### config.mk
export PLATFORM = sky130hd
export DESIGN_NAME = top
export DESIGN_NICKNAME = d
export VERILOG_FILES = /design/src/frame_pkg.sv /design/src/display_timing.sv /design/src/graphics.sv /design/src/spi_peripheral.sv /design/src/spi_register.sv /design/src/top.sv
export SDC_FILE = /design/constraint.sdc
export NUM_CORES = 1
export LEC_CHECK = 0
export BUFFER_PORTS_ARGS = -buffer_cell sky130_fd_sc_hd__buf_2
export CAP_MARGIN = 5
export CORE_MARGIN = 1
export CORE_UTILIZATION = 45
export CTS_BUF_LIST = sky130_fd_sc_hd__clkbuf_4 sky130_fd_sc_hd__clkbuf_8 sky130_fd_sc_hd__clkbuf_16
export CTS_CLUSTER_SIZE = 30
export DETAILED_ROUTE_END_ITERATION = 7
export SYNTH_ARGS = -nofsm -noshare
export SYNTH_HDL_FRONTEND = slang
export SYNTH_SLANG_ARGS = --single-unit
### constraint.sdc
create_clock -name clock -period 6.2 [get_ports clock]
set_input_delay 1.55 -clock clock [delete_from_list [all_inputs] [get_ports clock]]
set_output_delay 1.55 -clock clock [all_outputs]
set_load 0.1 [all_outputs]
### src/frame_pkg.sv
package frame_pkg;

    // Widths with a meaning on the SPI side
    typedef logic [7:0]  byte_t;     // Opcodes, operands and responses
    typedef logic [15:0] count_t;    // Operands since the opcode

    // Display pin widths
    typedef logic [3:0] luma_t;
    typedef logic [2:0] chroma_t;

    // Raster counters
    typedef logic [4:0] h_count_t;
    typedef logic [3:0] v_count_t;

    // Horizontal raster, in clocks
    localparam h_count_t H_ACTIVE     = 5'd16;
    localparam h_count_t H_FRONT      = 5'd2;
    localparam h_count_t H_SYNC       = 5'd3;
    localparam h_count_t H_TOTAL      = 5'd24;
    localparam h_count_t H_SYNC_START = H_ACTIVE + H_FRONT;
    localparam h_count_t H_SYNC_END   = H_ACTIVE + H_FRONT + H_SYNC;

    // Vertical raster, in lines
    localparam v_count_t V_ACTIVE     = 4'd8;
    localparam v_count_t V_FRONT      = 4'd1;
    localparam v_count_t V_SYNC       = 4'd2;
    localparam v_count_t V_TOTAL      = 4'd12;
    localparam v_count_t V_SYNC_START = V_ACTIVE + V_FRONT;
    localparam v_count_t V_SYNC_END   = V_ACTIVE + V_FRONT + V_SYNC;

    // Opcodes
    localparam byte_t OP_CHIP_ID     = 8'hDB;
    localparam byte_t CHIP_ID_VALUE  = 8'h81;
    localparam byte_t OP_SET_COLOR   = 8'h10;
    localparam byte_t OP_FRAME_COUNT = 8'h11;

    // Which byte of a transaction is on the wire
    typedef enum logic [1:0] {
        IDLE_ST,
        OPCODE_ST,
        OPERAND_ST
    } spi_state_t;

endpackage

### src/display_timing.sv
`timescale 1ns/1ps

module display_timing import frame_pkg::*; (
    input  logic clock,
    input  logic reset,

    output logic hsync,
    output logic vsync,
    output logic active,
    output logic frame_start
);

    h_count_t h_count;
    v_count_t v_count;
    logic     line_end;
    logic     frame_end;

    assign line_end  = (h_count == H_TOTAL - 1'b1);
    assign frame_end = (v_count == V_TOTAL - 1'b1);

    // Pixel and line counters
    always_ff @(posedge clock) begin
        if (reset) begin
            h_count <= '0;
            v_count <= '0;
        end else begin
            if (line_end) begin
                h_count <= '0;
                if (frame_end) begin
                    v_count <= '0;
                end else begin
                    v_count <= v_count + 1'b1;
                end
            end else begin
                h_count <= h_count + 1'b1;
            end
        end
    end

    // Decoded from the counters, one clock behind them
    always_ff @(posedge clock) begin
        if (reset) begin
            hsync       <= 1'b0;
            vsync       <= 1'b0;
            active      <= 1'b0;
            frame_start <= 1'b0;
        end else begin
            hsync       <= (h_count >= H_SYNC_START) && (h_count < H_SYNC_END);
            vsync       <= (v_count >= V_SYNC_START) && (v_count < V_SYNC_END);
            active      <= (h_count < H_ACTIVE) && (v_count < V_ACTIVE);
            frame_start <= (h_count == '0) && (v_count == '0);
        end
    end

endmodule

### src/graphics.sv
`timescale 1ns/1ps

module graphics import frame_pkg::*; (
    input  logic    clock,
    input  logic    reset,

    input  byte_t   opcode,
    input  logic    opcode_valid,
    input  byte_t   operand,
    input  logic    operand_valid,
    input  count_t  operand_count,
    output byte_t   response,
    output logic    response_valid,

    output logic    display_hsync,
    output logic    display_vsync,
    output luma_t   display_y,
    output chroma_t display_cb,
    output chroma_t display_cr
);

    logic    hsync;
    logic    vsync;
    logic    active;
    logic    frame_start;

    byte_t   last_opcode;
    logic    colour_write;
    logic    count_read;

    luma_t   staged_y;
    chroma_t staged_cb;
    luma_t   pending_y;
    chroma_t pending_cb;
    chroma_t pending_cr;
    luma_t   live_y;
    chroma_t live_cb;
    chroma_t live_cr;
    luma_t   frame_y;
    chroma_t frame_cb;
    chroma_t frame_cr;

    byte_t   frame_count;

    display_timing display_timing (
        .clock(clock),
        .reset(reset),
        .hsync(hsync),
        .vsync(vsync),
        .active(active),
        .frame_start(frame_start)
    );

    assign colour_write = operand_valid && (last_opcode == OP_SET_COLOR);
    assign count_read   = opcode_valid && (opcode == OP_FRAME_COUNT);

    // First two bytes wait here until the third arrives
    always_ff @(posedge clock) begin
        if (colour_write && operand_count == 16'd0) begin
            staged_y <= luma_t'(operand);
        end
        if (colour_write && operand_count == 16'd1) begin
            staged_cb <= chroma_t'(operand);
        end
    end

    always_ff @(posedge clock) begin
        if (reset) begin
            last_opcode <= '0;
            pending_y   <= '0;
            pending_cb  <= '0;
            pending_cr  <= '0;
            live_y      <= '0;
            live_cb     <= '0;
            live_cr     <= '0;
        end else begin
            if (opcode_valid) begin
                last_opcode <= opcode;
            end
            if (colour_write && operand_count == 16'd2) begin
                pending_y  <= staged_y;
                pending_cb <= staged_cb;
                pending_cr <= chroma_t'(operand);
            end
            if (frame_start) begin  // Whole frames only
                live_y  <= pending_y;
                live_cb <= pending_cb;
                live_cr <= pending_cr;
            end
        end
    end

    // First pixel of a frame already takes the new colour
    assign frame_y  = frame_start ? pending_y : live_y;
    assign frame_cb = frame_start ? pending_cb : live_cb;
    assign frame_cr = frame_start ? pending_cr : live_cr;

    always_ff @(posedge clock) begin
        if (reset) begin
            display_hsync <= 1'b0;
            display_vsync <= 1'b0;
            display_y     <= '0;
            display_cb    <= '0;
            display_cr    <= '0;
        end else begin
            display_hsync <= hsync;     // Kept in line with the pixels
            display_vsync <= vsync;
            display_y     <= active ? frame_y : '0;
            display_cb    <= active ? frame_cb : '0;
            display_cr    <= active ? frame_cr : '0;
        end
    end

    // Frame counter and its read back
    always_ff @(posedge clock) begin
        if (reset) begin
            frame_count    <= '0;
            response_valid <= 1'b0;
        end else begin
            response_valid <= count_read;
            if (frame_start) begin
                frame_count <= frame_count + 1'b1;
            end
        end
    end

    always_ff @(posedge clock) begin
        if (count_read) begin
            response <= frame_count;
        end
    end

endmodule

### src/spi_peripheral.sv
`timescale 1ns/1ps

module spi_peripheral import frame_pkg::*; (
    input  logic   clock,
    input  logic   reset,

    input  logic   spi_select,
    input  logic   spi_clock,
    input  logic   spi_data_in,
    output logic   spi_data_out,

    output byte_t  opcode,
    output logic   opcode_valid,
    output byte_t  operand,
    output logic   operand_valid,
    output count_t operand_count,

    input  byte_t  response_1,
    input  logic   response_1_valid,
    input  byte_t  response_2,
    input  logic   response_2_valid
);

    // Pin synchronizers
    logic select_meta;
    logic select_sync;
    logic clock_meta;
    logic clock_sync;
    logic clock_last;
    logic data_meta;
    logic data_sync;

    logic sclk_rise;
    logic sclk_fall;
    logic byte_done;
    logic opcode_done;
    logic operand_done;

    spi_state_t state;
    logic [2:0] bit_count;
    logic [6:0] rx_shift;           // Bits received so far
    byte_t      rx_byte;
    byte_t      tx_shift;
    count_t     next_count;

    always_ff @(posedge clock) begin
        if (reset) begin
            select_meta <= 1'b1;    // Deselected
            select_sync <= 1'b1;
            clock_meta  <= 1'b0;
            clock_sync  <= 1'b0;
            clock_last  <= 1'b0;
            data_meta   <= 1'b0;
            data_sync   <= 1'b0;
        end else begin
            select_meta <= spi_select;
            select_sync <= select_meta;
            clock_meta  <= spi_clock;
            clock_sync  <= clock_meta;
            clock_last  <= clock_sync;
            data_meta   <= spi_data_in;
            data_sync   <= data_meta;
        end
    end

    // Edges one cycle after the synchronizer
    assign sclk_rise = clock_sync & ~clock_last;
    assign sclk_fall = ~clock_sync & clock_last;

    assign byte_done    = ~select_sync & sclk_rise & (bit_count == 3'd7);
    assign opcode_done  = byte_done & (state != OPERAND_ST);
    assign operand_done = byte_done & (state == OPERAND_ST);
    assign rx_byte      = {rx_shift, data_sync};

    always_ff @(posedge clock) begin
        if (reset) begin
            state         <= IDLE_ST;
            bit_count     <= '0;
            next_count    <= '0;
            opcode_valid  <= 1'b0;
            operand_valid <= 1'b0;
        end else begin
            opcode_valid  <= opcode_done;
            operand_valid <= operand_done;

            if (select_sync) begin
                state     <= IDLE_ST;   // Deselect drops any partial byte
                bit_count <= '0;
            end else begin
                if (state == IDLE_ST) begin
                    state <= OPCODE_ST;
                end
                if (sclk_rise) begin
                    bit_count <= bit_count + 1'b1;
                end
                if (opcode_done) begin
                    state      <= OPERAND_ST;
                    next_count <= '0;
                end
                if (operand_done) begin
                    next_count <= next_count + 1'b1;
                end
            end
        end
    end

    // Byte payload
    always_ff @(posedge clock) begin
        if (~select_sync && sclk_rise) begin
            rx_shift <= {rx_shift[5:0], data_sync};
        end
        if (opcode_done) begin
            opcode <= rx_byte;
        end
        if (operand_done) begin
            operand       <= rx_byte;
            operand_count <= next_count;
        end
    end

    // Transmit side, MSB sits on the pin as soon as it is loaded
    always_ff @(posedge clock) begin
        if (reset) begin
            tx_shift <= '0;
        end else if (select_sync) begin
            tx_shift <= '0;
        end else if (response_1_valid) begin
            tx_shift <= response_1;
        end else if (response_2_valid) begin
            tx_shift <= response_2;
        end else if (byte_done) begin
            tx_shift <= '0;         // Unclaimed bytes read as zero
        end else if (sclk_fall && bit_count != 3'd0) begin
            tx_shift <= {tx_shift[6:0], 1'b0};
        end
    end

    assign spi_data_out = tx_shift[7];

endmodule

### src/spi_register.sv
`timescale 1ns/1ps

module spi_register import frame_pkg::*; #(
    parameter byte_t REGISTER_ADDRESS = 8'h00,
    parameter byte_t REGISTER_VALUE   = 8'h00
) (
    input  logic  clock,
    input  logic  reset,

    input  byte_t opcode,
    input  logic  opcode_valid,
    output byte_t response,
    output logic  response_valid
);

    logic hit;

    assign hit = opcode_valid && (opcode == REGISTER_ADDRESS);

    always_ff @(posedge clock) begin
        if (reset) begin
            response_valid <= 1'b0;
        end else begin
            response_valid <= hit;  // One clock after the opcode
        end
    end

    always_ff @(posedge clock) begin
        if (hit) begin
            response <= REGISTER_VALUE;
        end
    end

endmodule

### src/top.sv
`timescale 1ns/1ps

module top import frame_pkg::*; (
    input  logic    clock,
    input  logic    reset,

    input  logic    spi_select,
    input  logic    spi_clock,
    input  logic    spi_data_in,
    output logic    spi_data_out,

    output logic    display_hsync,
    output logic    display_vsync,
    output luma_t   display_y,
    output chroma_t display_cb,
    output chroma_t display_cr
);

    // Decoded SPI traffic
    byte_t  opcode;
    logic   opcode_valid;
    byte_t  operand;
    logic   operand_valid;
    count_t operand_count;

    byte_t  response_1;         // Chip ID
    logic   response_1_valid;
    byte_t  response_2;         // Graphics
    logic   response_2_valid;

    spi_peripheral spi_peripheral (
        .clock(clock),
        .reset(reset),
        .spi_select(spi_select),
        .spi_clock(spi_clock),
        .spi_data_in(spi_data_in),
        .spi_data_out(spi_data_out),
        .opcode(opcode),
        .opcode_valid(opcode_valid),
        .operand(operand),
        .operand_valid(operand_valid),
        .operand_count(operand_count),
        .response_1(response_1),
        .response_1_valid(response_1_valid),
        .response_2(response_2),
        .response_2_valid(response_2_valid)
    );

    spi_register #(
        .REGISTER_ADDRESS(OP_CHIP_ID),
        .REGISTER_VALUE(CHIP_ID_VALUE)
    ) chip_id (
        .clock(clock),
        .reset(reset),
        .opcode(opcode),
        .opcode_valid(opcode_valid),
        .response(response_1),
        .response_valid(response_1_valid)
    );

    graphics graphics (
        .clock(clock),
        .reset(reset),
        .opcode(opcode),
        .opcode_valid(opcode_valid),
        .operand(operand),
        .operand_valid(operand_valid),
        .operand_count(operand_count),
        .response(response_2),
        .response_valid(response_2_valid),
        .display_hsync(display_hsync),
        .display_vsync(display_vsync),
        .display_y(display_y),
        .display_cb(display_cb),
        .display_cr(display_cr)
    );

endmodule

==> qor.txt, run 1 <==
Post-synthesis sequential area ratio: 63.4%
Clock buffer depth: 2
Post-CTS sizing: 0
Max Freq: 367 MHz
Filler cells: 1,040
Critical path fanouts, max: 2
H-tree Lvls: 4
Vias in the first global route: 3,179
Area contributors post-synth: dfxtp_1 36%, edfxtp_1 27%, mux2i_1 3.8%, nor2_1 3.2%, a21oi_1 2.9%
Clk sink count: 151
Synth top area share: 36.4%
Fin. Hold Viols: 0
CP arrival: 1.18 ns
Power density over cell area: 348 mW/mm^2
ANT nets after route: 0
Final Setup Violations: 0
Cells after synthesis: 486
Skew final: 0.00836 ns
Clk Latency, worst-skew pair: 0.42 ns
IO Port Bufs: 17
Critical path, cell by cell: buf_2
Final Max Tran Viols: 0
Unrepaired setup endpoints after global routing: false
Worst rel slew slack: 40.0%
Crit path required time: 4.65 ns
Average size of a mapped cell: 11.4 sq um
Area of the multi-input gates: 0.00191 sq mm
CORE AREA: 0.0120 sq mm
Crit path buf inv count: 1
Async S/R FF share, synth: 0%
Detailed Place HPWL: 6050 microns
Ratio of cells with drive above 1 in the final layout: 11.2%
GRT Total Usage: 16.0%
Worst path top cell family by delay: buffers and inverters
Cell variety after synth: 39
Startpoint Class: flip-flop
FP Rows: 40
Total grt overflow: 0
Gpl congestion: 0.765
Syn nets: 502
Num ports: 18
Setup crit end kind: primary output
Via-to-Cell Ratio: 5.18
Height of the die: 113 microns
# DRC: 0
Register clock-pin slew on the reported worst setup and hold paths: 0.06 ns
Synthesized area: 0.00555 sq mm
Final Core Density: 53.7%
Initial DRC Count: 175
Nets: 520
Routed WL: 9280 microns
Die Wd: 113 microns
Status: finished, final reports clean
Ant diodes: 0
Die area: 0.0128 sq mm
Final cycle utilization of the critical path: 44.0%
Worst Tran Pin Value: 0.898 ns
Initial core utilization: 46.2%
First-pass GRT wire length: 15,600 microns
CTS tree: built
Sequential cell area: 0.00352 sq mm
Slowest CP cell: buf_2
Worst min path class: reg2reg
Post-CTS Setup Bufs: 0
Max incr delay on CP: 0.43 ns
Routed vias: 3,439
Final Total Pwr: 2240 uW
Max-cap violations: 0
Yosys reg bits: 151
Setup TNS Final: 0 ns
Largest net degree at the start of global routing: 65
Top_reg_cell synth: dfxtp_1
Yosys warnings: 0
Detailed-route wire length per cell: 14.0 microns
Number of synthesized flops with an enable pin: 50
Root Driver: clkbuf_16
Leakage: 0.00221 uW
TritonRoute pass-1 iters: 4
Synth cell count leaders: 101 x dfxtp_1, 50 x edfxtp_1, 48 x nor2_1, 32 x a21oi_1, 27 x o21ai_0
Min cycle time layout: 2.73 ns
Total clock buffers created by CTS: 17
Initial antenna violation count: 0
Most instantiated library cell after synthesis: dfxtp_1
Crit path kind: reg2out
CTS Hold Bufs: 0
Max IR drop VDD: 0.190 mV
Synth-to-layout area growth: 16.2%
Cell type with the largest total area after synthesis: dfxtp_1
## final timing paths
path,endpoint,start,cells past startpoint,slack [ns]
worst max-delay path,spi_data_out,spi_peripheral.tx_shift[7],1,3.47
worst min register to register,spi_peripheral.select_sync,spi_peripheral.select_meta,1,0.41
worst min-delay path,spi_peripheral.select_sync,spi_peripheral.select_meta,1,0.41
worst max register to register,graphics.staged_y[0],spi_peripheral.operand_count[5],3,3.51
## metrics by stage
step | setup slack, ns | instance area (sq um) | std cells | hold WS [ns]
after floorplan | 3.61 | 5550 | 486 | 0.389
after global placement | 3.42 | 5770 | 632 | 0.395
after detailed placement | 3.39 | 5770 | 632 | 0.401
after CTS | 3.45 | 6450 | 664 | 0.413
after global routing | 3.34 | 6450 | 664 | 0.420
final | 3.47 | 6450 | 664 | 0.412
## power by group
group	internal (uW)	leakage (uW)	total, uW	switching (uW)
sequential	1020	0.00127	1030	6.43
clock	796	0.000323	1180	386
combinational	12.7	0.000613	32.4	19.7
## metal layers
layer,track usage [%],up-vias,share of wire (%)
li1,-,1768,-
met5,0,-,0
met1,21.1,1605,49
met2,23.6,49,45
met4,8.42,0,2.1
met3,5.14,17,3.2
## final cells by class
class                   instances  area share [%]
clock inverters                14            3.93
well taps                     147            2.85
clock buffers                  18            6.71
flip-flops and latches        151            54.6
inverters                      10           0.582
multi-input cells             303            29.6
repair buffers                 21            1.78
## placed cells by master, fill, tap and decap left out, types with 2 or more instances in the layout
cell type,n
a21oi_1,32
nor4_1,6
o21ai_0,27
xor2_1,7
nor2_1,48
nand4b_1,2
nor3_1,11
xnor2_1,11
clkinv_2,2
inv_1,10
and4_1,2
clkbuf_16,17
bufinv_16,7
nand2b_1,5
or3_1,8
nand2_1,22
o21a_1,6
nand4_1,20
ha_1,11
nand3_1,7
nor4b_1,6
and3_1,2
buf_4,4
edfxtp_1,50
nor2b_1,12
mux2i_1,21
dfxtp_1,101
and2_1,13
or2_2,4
nor3b_1,10
clkinvlp_4,4
buf_2,17
## sequential cells by signal (all words and copies together), names as in the netlist, 4 cells and up
register,count
graphics.display_timing.h_count,5
graphics.staged_y,4
spi_peripheral.rx_shift,7
spi_peripheral.next_count,16
spi_peripheral.operand_count,16
graphics.response,8
spi_peripheral.opcode,8
graphics.frame_count,8
spi_peripheral.tx_shift,8
graphics.display_timing.v_count,4
spi_peripheral.operand,4
graphics.pending_y,4
graphics.last_opcode,8
graphics.display_y,4
graphics.live_y,4
## kinds of logic after synthesis
| family | count (synthesis) | synth area share [%] |
|---|---|---|
| adders and majority gates | 11 | 2.48 |
| muxes | 21 | 3.78 |
| xor gates and xnor gates | 18 | 2.84 |
| buffers and inverters | 32 | 2.21 |
| and+or+nand+nor | 184 | 18.5 |
| AOI/OAI and AO/OA | 69 | 6.71 |
| DFF | 151 | 63.4 |
(Power assumes the default switching activity.)
==> inputs of run 2 (changes only) <==
Clock period 6.2 ns to 2.5 ns, I/O delays scaled along.
==> run 2 against run 1 <==
Cell area barely moved. Routed wire length is 4.0% higher. Largest power group is now sequential cells. Die area unchanged. Count of clock-buffer cells in the layout grew 11. Flip-flop and latch count is the same. Clock skew grew 0.0012 ns. Global-route usage up 0.92 points. Final cell count grew 1.5%.
==> qor.txt, run 2 (synthesis gave the netlist of run 1 again) <==
First-pass GRT wire length: 16,700 microns (+7.3%)
Ant diodes: 0 (unchanged)
Worst-case reg-to-reg path depth: 6 (+3)
Post-CTS Setup Bufs: 0 (unchanged)
Ratio of cells with drive above 1 in the final layout: 13.1% (+1.9 points)
Max-cap violations: 0 (unchanged)
Post-DP Area: 0.00586 sq mm (+1.5%)
Worst rel slew slack: 47.9% (+7.9 points)
FP Rows: 40 (unchanged)
Total grt overflow: 0 (unchanged)
Num ports: 18 (unchanged)
Hold depth: 2 (+1)
Most common cell after layout, fill and taps aside: dfxtp_1
GRT Total Usage: 17.0% (+0.92 points)
Min cycle time layout: 2.03 ns
Power density over cell area: 802 mW/mm^2 (+130%)
Design Area, Final: 0.00646 sq mm (about the same)
Worst hold slack: 0.390 ns (-0.0223 ns)
CP arrival: 2.37 ns (+1.19 ns)
H-tree Lvls: 4 (unchanged)
Via-to-Cell Ratio: 5.20 (+0.35%)
Leakage: 0.00225 uW (+1.6%)
FF-to-FF setup slack: 0.47 ns (-3.04 ns)
Initial core utilization: 46.2% (unchanged)
Total clock buffers created by CTS: 17 (unchanged)
Hold endpoint: spi_peripheral.select_meta
Clk Latency, worst-skew pair: 0.42 ns (about the same)
WL met1: 4750 microns (+3.5%)
IO Port Bufs: 17 (unchanged)
Final Setup Violations: 0 (unchanged)
Final Core Density: 53.8% (about the same)
Largest net degree at the start of global routing: 29 (-55%)
Skew final: 0.00954 ns (+0.00118 ns)
Setup TNS Final: 0 ns (unchanged)
Crit path kind: reg2reg
Initial antenna violation count: 0 (unchanged)
Gpl congestion: 0.769 (+0.48%)
Critical R2R Capture: spi_peripheral.next_count[15]
Highest metal layer with signal wires: met4
Post-layout worst setup margin: 0.468 ns (-3.00 ns)
Root Driver: clkbuf_16
Vias in the first global route: 3,484 (+9.6%)
Unrepaired setup endpoints after global routing: false
Max IR drop VDD: 0.425 mV (+120%)
Nets: 530 (+1.9%)
Height of the die: 113 microns (unchanged)
Register clock-pin slew on the reported worst setup and hold paths: 0.06 ns (about the same)
Synth-to-layout area growth: 16.3% (about the same)
Met2 wire len: 4450 microns (+5.9%)
Final Max Tran Viols: 0 (unchanged)
Worst min path class: in2reg
Fin. Hold Viols: 0 (unchanged)
Routed vias: 3,503 (+1.9%)
CTS Hold Bufs: 0 (unchanged)
Crit path required time: 2.84 ns (-1.81 ns)
TritonRoute pass-1 iters: 4 (unchanged)
# DRC: 0 (unchanged)
Worst R2R Start: spi_peripheral.bit_count[1]
Min-delay src: spi_select
ANT nets after route: 0 (unchanged)
Commonest non-fill, non-tap cells in the layout: 101 x dfxtp_1, 50 x edfxtp_1, 48 x nor2_1, 32 x a21oi_1, 27 x o21ai_0
Max Freq: 492 MHz
Detailed Place HPWL: 6380 microns (+5.6%)
Final cycle utilization of the critical path: 81.3%
Pre-CTS setup slack: 0.470 ns (-2.92 ns)
Die Wd: 113 microns (unchanged)
Post-CTS sizing: 0 (unchanged)
Critical path fanouts, max: 6 (+4)
Clock buffer depth: 2 (unchanged)
Clk sink count: 151 (unchanged)
Setup crit end kind: flip-flop
Die area: 0.0128 sq mm (unchanged)
Initial DRC Count: 271 (+55%)
Startpoint Class: flip-flop
CORE AREA: 0.0120 sq mm (unchanged)
Worst Tran Pin Value: 0.776 ns (-0.122 ns)
Detailed-route wire length per cell: 14.3 microns (+2.4%)
Largest registers: spi_peripheral.next_count x16, spi_peripheral.operand_count x16
Routed wl met3: 235 microns (-20%)
Status: finished, final reports clean
CTS tree: built
Routed WL: 9650 microns (+4.0%)
-- run 2: how the worst max path moves through the flow --
stage,from,to,cells after the start
2_1_floorplan,spi_peripheral.bit_count[1],spi_peripheral.operand[0],5
3_3_place_gp,spi_peripheral.bit_count[1],spi_peripheral.next_count[15],6
3_5_place_dp,spi_peripheral.bit_count[1],spi_peripheral.next_count[15],6
4_1_cts,spi_peripheral.bit_count[1],spi_peripheral.next_count[15],6
5_1_grt,spi_peripheral.bit_count[0],spi_peripheral.tx_shift[5],6
6_report,spi_peripheral.bit_count[1],spi_peripheral.next_count[15],6
-- run 2: report_power, final --
| group | leakage [uW] | switching (uW) | internal (uW) |
|---|---|---|---|
| logic | 0.000665 | 49.3 | 33.8 |
| clock network | 0.000307 | 880 | 1660 |
| registers | 0.00127 | 18.2 | 2540 |
-- run 2: final cells by class --
type	instances	area, sq um
multi-input combinational	303	1910
timing repair buffer	31	203
fill	1044	5550
tap	147	184
clock inverter	3	65.1
inverter	10	37.5
sequential	151	3520
clock buffer	29	541
-- run 2: critical path: stages (launching register included) --
cell and delay (ns):
dfxtp_1 0.35, ha_1 0.16, ha_1 0.20, nand4bb_4 0.16, or4b_4 0.58, or3_1 0.36
a21oi_1 0.15
-- run 2: stage by stage --
| stage | total power [uW] | std cells |
|---|---|---|
| finish | 5180 | 674 |
| detailed placement | 2690 | 642 |
| global placement | 2690 | 642 |
| floorplan | 2670 | 486 |
| CTS | 5240 | 674 |
| global route | 5360 | 674 |
-- run 2: layer usage --
layer | global-route usage (%) | vias to the layer above
li1 | - | 1785
met1 | 22.1 | 1671
met2 | 26.1 | 30
met5 | 0 | -
met3 | 4.77 | 17
met4 | 8.42 | 0
